[src/tcdm_macros.svh]
`ifndef TCDM_MACROS_SVH
`define TCDM_MACROS_SVH

// --------------------
// channel counts
// --------------------

`define TCDM_NB_IN  4  // virtual core channels seen by the accelerator.
`define TCDM_NB_OUT 2  // physical ports into the shared memory.

// --------------------
// widths and depth
// --------------------

`define TCDM_DW  32  // data word width in bits.
`define TCDM_AW  8   // word address width, so no byte offset here.
`define TCDM_UW  4   // user tag width, echoed back with every response.

`define TCDM_BEW (`TCDM_DW / 8)  // one byte enable per data byte.

`define TCDM_MEM_WORDS 256  // number of words in the shared memory.

`endif

[src/tcdm_pkg.sv]
`include "tcdm_macros.svh"

package tcdm_pkg;

  // --------------------
  // channel bundles
  // --------------------

  // request side of one channel, driven by the master.
  typedef struct packed {
    logic                  req;   // request strobe, held until granted.
    logic [`TCDM_AW-1:0]   add;   // word address.
    logic                  wen;   // high for a read, low for a write.
    logic [`TCDM_BEW-1:0]  be;    // byte enables, only looked at on writes.
    logic [`TCDM_DW-1:0]   data;  // write data.
    logic [`TCDM_UW-1:0]   user;  // tag that comes back on the response.
  } tcdm_req_t;

  // response side of one channel, driven by the slave.
  typedef struct packed {
    logic                  r_valid;  // one cycle after every accepted request.
    logic [`TCDM_DW-1:0]   r_data;   // read data, meaningless after a write.
    logic [`TCDM_UW-1:0]   r_user;   // copy of the request tag.
  } tcdm_rsp_t;

  // --------------------
  // storage
  // --------------------

  // one memory word. Reads take the whole word, writes go byte by byte.
  typedef union packed {
    logic [`TCDM_DW-1:0]        word;   // full word view.
    logic [`TCDM_BEW-1:0][7:0]  bytes;  // bytes[0] is word[7:0].
  } tcdm_word_t;

endpackage

[src/tcdm_mux_dynamic.sv]
`timescale 1ns/1ps

`include "tcdm_macros.svh"

module tcdm_mux_dynamic #(
  parameter int unsigned NB_IN_CHAN  = `TCDM_NB_IN,   // virtual channels on the core side.
  parameter int unsigned NB_OUT_CHAN = `TCDM_NB_OUT   // ports on the memory side.
) (
  input  logic                                  clk_i,
  input  logic                                  rst_ni,
  input  logic                                  clear_i,
  input  tcdm_pkg::tcdm_req_t [NB_IN_CHAN-1:0]  in_req,
  output logic                [NB_IN_CHAN-1:0]  in_gnt,
  output tcdm_pkg::tcdm_rsp_t [NB_IN_CHAN-1:0]  in_rsp,
  output tcdm_pkg::tcdm_req_t [NB_OUT_CHAN-1:0] out_req,
  input  logic                [NB_OUT_CHAN-1:0] out_gnt,
  input  tcdm_pkg::tcdm_rsp_t [NB_OUT_CHAN-1:0] out_rsp
);

  localparam int unsigned G  = NB_IN_CHAN / NB_OUT_CHAN;  // channels sharing one port.
  localparam int unsigned GW = (G > 1) ? $clog2(G) : 1;   // width of a member index.

  logic [GW-1:0]                  rr_counter;  // shared rotation offset, 0 to G-1.
  logic                           rr_en;       // advance the rotation this cycle.
  logic [NB_OUT_CHAN-1:0][G-1:0]  grp_req;     // request bits, regrouped per port.
  logic [NB_OUT_CHAN-1:0][G-1:0]  grp_gnt;     // grant bits, regrouped per port.
  logic [NB_OUT_CHAN-1:0][GW-1:0] winner_d;    // member that owns the port now.
  logic [NB_OUT_CHAN-1:0][GW-1:0] winner_q;    // member that owned it last cycle.
  logic [NB_OUT_CHAN-1:0]         out_acc;     // port request accepted this cycle.
  logic [NB_OUT_CHAN-1:0]         out_req_q;   // port request accepted last cycle.

  // member k of port p is input channel k*NB_OUT_CHAN+p.
  always_comb begin : group_gather
    for (int p = 0; p < NB_OUT_CHAN; p++) begin
      for (int k = 0; k < G; k++) begin
        grp_req[p][k] = in_req[k*NB_OUT_CHAN+p].req;  // who wants this port.
        grp_gnt[p][k] = in_gnt[k*NB_OUT_CHAN+p];      // who got it.
      end
    end
  end

  // --------------------
  // round robin counter
  // --------------------

  assign rr_en = (|grp_req) & (|out_gnt);  // some port did work, so rotate.

  always_ff @(posedge clk_i or negedge rst_ni) begin : rr_counter_reg
    if (!rst_ni) begin
      rr_counter <= '0;
    end else if (clear_i) begin
      rr_counter <= '0;  // restart the rotation from member 0.
    end else if (rr_en) begin
      if (rr_counter == GW'(G - 1)) begin
        rr_counter <= '0;  // wrap at the group size.
      end else begin
        rr_counter <= rr_counter + 1'b1;
      end
    end
  end

  // --------------------
  // winner selection
  // --------------------

  // scan from rr_counter+p upwards. The last requester in the scan wins, so the
  // member right at the offset has the lowest priority this cycle.
  always_comb begin : winner_select
    int unsigned idx;
    idx = 0;
    for (int p = 0; p < NB_OUT_CHAN; p++) begin
      winner_d[p] = GW'((32'(rr_counter) + 32'(p)) % G);  // fallback when idle.
      for (int k = 0; k < G; k++) begin
        idx = (32'(rr_counter) + 32'(p) + 32'(k)) % G;  // rotated member index.
        if (grp_req[p][idx]) begin
          winner_d[p] = GW'(idx);  // later hits override earlier ones.
        end
      end
    end
  end

  // the winner's bundle goes straight to the port. An idle winner carries req low.
  always_comb begin : req_mux
    for (int p = 0; p < NB_OUT_CHAN; p++) begin
      out_req[p] = in_req[32'(winner_d[p])*NB_OUT_CHAN+p];  // zero-cycle path.
      out_acc[p] = out_req[p].req & out_gnt[p];             // handshake on the port.
    end
  end

  // --------------------
  // grant and response
  // --------------------

  // grant follows the current winner. The response follows last cycle's winner.
  always_comb begin : gnt_rsp_route
    in_gnt = '0;
    in_rsp = '0;  // losers and idle channels see an all-zero response.
    for (int p = 0; p < NB_OUT_CHAN; p++) begin
      in_gnt[32'(winner_d[p])*NB_OUT_CHAN+p] = out_acc[p];
      in_rsp[32'(winner_q[p])*NB_OUT_CHAN+p] = out_rsp[p];  // data and tag.
      in_rsp[32'(winner_q[p])*NB_OUT_CHAN+p].r_valid =
        out_rsp[p].r_valid & out_req_q[p];  // only if something was accepted.
    end
  end

  // remember who was served, so the response one cycle later is steered right.
  always_ff @(posedge clk_i or negedge rst_ni) begin : winner_reg
    if (!rst_ni) begin
      winner_q  <= '0;
      out_req_q <= '0;
    end else begin
      winner_q  <= winner_d;
      out_req_q <= out_acc;
    end
  end

  // --------------------
  // assertions
  // --------------------

  a_group_even: assert property (@(posedge clk_i) (NB_IN_CHAN % NB_OUT_CHAN) == 0)
    else $error("input channels do not split evenly over the ports.");

  for (genvar p = 0; p < NB_OUT_CHAN; p++) begin : g_port_chk
    a_one_gnt: assert property (@(posedge clk_i) disable iff (!rst_ni)
      $onehot0(grp_gnt[p]))
      else $error("more than one grant in group %0d.", p);
  end

  for (genvar j = 0; j < NB_IN_CHAN; j++) begin : g_chan_chk
    // a response on a channel must belong to a grant one cycle earlier.
    a_rsp_after_gnt: assert property (@(posedge clk_i) disable iff (!rst_ni)
      in_rsp[j].r_valid |-> $past(in_gnt[j]))
      else $error("response on channel %0d without a grant.", j);
  end

endmodule

[config.mk]
export PLATFORM = sky130hd
export DESIGN_NAME = tcdm_mux_dynamic
export DESIGN_NICKNAME = d
export VERILOG_FILES = /design/src/tcdm_pkg.sv /design/src/tcdm_mux_dynamic.sv
export VERILOG_INCLUDE_DIRS = /design/src
export SDC_FILE = /design/constraint.sdc
export NUM_CORES = 1
export LEC_CHECK = 0
export BUFFER_PORTS_ARGS = -buffer_cell sky130_fd_sc_hd__buf_4
export CELL_PAD_IN_SITES_DETAIL_PLACEMENT = 0
export CELL_PAD_IN_SITES_GLOBAL_PLACEMENT = 1
export CORE_AREA = 4 4 207 209
export DETAILED_ROUTE_END_ITERATION = 12
export DIE_AREA = 0 0 211 213
export PLACE_DENSITY = 0.43
export SLEW_MARGIN = 15
export SYNTH_ARGS = -nofsm -noshare
export SYNTH_HDL_FRONTEND = slang
export SYNTH_SLANG_ARGS = --single-unit
[constraint.sdc]
create_clock -name clk_i -period 4.9 [get_ports clk_i]
set_clock_uncertainty 0.1 [all_clocks]
set_input_delay 0.735 -clock clk_i [delete_from_list [all_inputs] [get_ports clk_i]]
set_output_delay 0.735 -clock clk_i [all_outputs]
set_load 0.02 [all_outputs]
==> flow_metrics.env <==
export IMPL_outcome="complete, no violations"
export IMPL_fin_util_pct=17.64
export IMPL_core_area_sq_um=40830
export IMPL_routedWlPerCell_um=14.73
export IMPL_cts_tree="done"
export IMPL_reg2reg_from="rr_counter$_DFFE_PN0P_"
export IMPL_vias=4084
export IMPL_syn_inst=301
export IMPL_grt_util_met1_pct=7.570
export IMPL_clkSinkCount=5
export IMPL_io_buffer_count=530
export IMPL_synth_common_cells="and2_1, nor2b_1, mux2_2"
export IMPL_htreeDepth=1
export IMPL_max_cap_viol_count=0
export IMPL_row_count=74
export IMPL_antenna_cells=0
export IMPL_async_flop_share_pct=100.0
export IMPL_critPathArrivalTime_ns=2.51
export IMPL_p_leak_nw=3.725
export IMPL_fin_cells=1343
export IMPL_synth_warnings=0
export IMPL_postSynthNetCount=580
export IMPL_cts_root_buf="clkbuf_16"
export IMPL_dp_cells=1339
export IMPL_cts_buffers=3
export IMPL_ys_ff_latch=5
export IMPL_use_met2_pct=15.55
export IMPL_fill_cells=4609
export IMPL_yosysUniqueCellTypes=19
export IMPL_hold_violations=0
export IMPL_post_route_period_util_pct=68.29
export IMPL_synth_area_top_cells="mux2_4, mux2_2, and2_1"
export IMPL_die_width_um=211
export IMPL_clockBufferDepth=2
export IMPL_ant_nets=0
export IMPL_crit_required_ns=4.07
export IMPL_path_class="in -> out"
export IMPL_vdd_drop_max_uv=129.5
export IMPL_maxSlewViolCount=0
export IMPL_synthToLayoutAreaGrowth_pct=170.1
export IMPL_grt_util_met3_pct=2.909
export IMPL_start_kind="input port"
export IMPL_die_h_um=213
export IMPL_cts_setup_buffers=0
export IMPL_reg2reg_to="winner_q[0]$_DFF_PN0_"
export IMPL_start_util_pct=6.530
export IMPL_fmax_mhz=298.9
export IMPL_grt_pass1_wl_mm=26.50
export IMPL_relSlewSlack_pct=39.98
export IMPL_synth_edf_count=0
export IMPL_drive_gt1_share_pct=79.04
export IMPL_r2r_slack_ns=3.17
export IMPL_ios=531
export IMPL_synth_area_leader_cell="mux2_4"
export IMPL_grt_busiest_layer="met2"
export IMPL_setup_viol=0
export IMPL_finalNetCount=1091
export IMPL_grt_overflow=0
export IMPL_rsz0062_at_grt="false"
export IMPL_finalSetupTns_ns=0
export IMPL_drc_errors=0
export IMPL_syn_area_sq_um=2666
export IMPL_dr_first_iter_drc_count=121
export IMPL_dr_pass1_iters=4
export IMPL_grt_antenna_before_repair=1
export IMPL_yosysSeqAreaShare_pct=4.693
export IMPL_cp_max_fo=31
export IMPL_critPathCaptureType="primary output"
export IMPL_yosysTopAreaCellShare_pct=27.03
export IMPL_grt_pass1_vias=4355
export IMPL_avgViaCountPerCell=3.041
export IMPL_synth_ff_type="dfrtp_1"
export IMPL_synth_area_per_cell_sq_um=8.858
export IMPL_fin_crit_ns=3.346
export IMPL_postCtsResizedCells=0
export IMPL_clock_latency_ns=0.23
export IMPL_post_dp_hpwl_mm=18.17
export IMPL_ctsHoldBuffers=0
export IMPL_dieArea_sq_um=44940
export IMPL_min_path_type="in -> async"
export IMPL_worst_slew_pin_slew_ns=0.9003
export IMPL_r2r_worst_path_cells=3
export IMPL_gp_congestion=0.8103
export IMPL_path_clk_slew_ns=0.03
export IMPL_routed_wl_mm=19.79
export IMPL_track_usage_pct=7.693
export IMPL_pwr_density_cell_nw_per_um2=168.4
export IMPL_grt_max_degree=75
[placed cells by master (no fill, tap or decap)]
master and instances:
dfrtp_1 3, and3_1 2, nand2_1 4, or3_2 1, o21ai_0 1, buf_4 533
clkbuf_1 1, dfrtp_2 2, and2_1 72, mux2_2 50, nor2_1 9, mux2_4 48
a21oi_1 1, clkbuf_16 3, nor2b_1 72, nor4_1 1, a21o_4 1, inv_1 4
a21oi_4 1, or2_2 2
[power by group]
group          total, mW  switching [mW]  internal [mW]  leakage [nW]
Combinational       1.02           0.487          0.530          3.63
Clock              0.136          0.0276          0.108        0.0382
Sequential        0.0606          0.0154         0.0452        0.0587
Total               1.21           0.530          0.683          3.73
[kinds of logic after synthesis]
logic type             synth area share (%)
DFF                                   4.693
buffers and inverters                 9.104
and+or+nand+nor                       37.07
muxes                                 48.15
AOI/OAI and AO/OA                    0.9853
[critical path, stage by stage]
cell	delay, ns
buf_4	0.09
nor2_1	0.06
a21oi_4	0.55
buf_4	0.50
mux2_2	0.39
buf_4	0.16
[how the worst max path moves through the flow]
stage,start,end,slack (ns),cells after the start
6_report,in_req[99],out_req[53],1.55,6
3_3_place_gp,in_req[99],out_req[54],1.55,6
5_1_grt,rr_counter$_DFFE_PN0P_,out_req[53],1.42,5
3_5_place_dp,in_req[99],out_req[79],1.52,6
4_1_cts,in_req[99],out_req[79],1.52,6
2_1_floorplan,in_req[99],out_req[51],2.43,4
[layout make-up]
| type | count | area, sq um | area share [%] |
|---|---|---|---|
| repair buffers | 533 | 4001 | 55.56 |
| multi-input cells | 265 | 2313 | 32.12 |
| well taps | 532 | 665.6 | 9.243 |
| flip-flops and latches | 5 | 127.6 | 1.772 |
| clock buffers | 4 | 78.83 | 1.095 |
| inverters | 4 | 15.01 | 0.2085 |
[metrics by stage]
stage	power (mW)	area [sq um]	worst slack [ns]	hold WS, ns
2_1_floorplan	0.5975	2666	2.431	0.3394
3_3_place_gp	1.106	7123	1.551	0.4582
3_5_place_dp	1.098	7123	1.522	0.4584
4_1_cts	1.241	7202	1.517	0.2179
5_1_grt	1.291	7202	1.418	0.2159
6_report	1.213	7202	1.554	0.2145
[routing by layer]
metal	vias up	share of wire [%]
li1	2003	-
met1	1771	32
met4	2	1.3
met2	292	55
met3	16	11
met5	-	0.066
No activity file was read; power rests on OpenSTA's default activity.
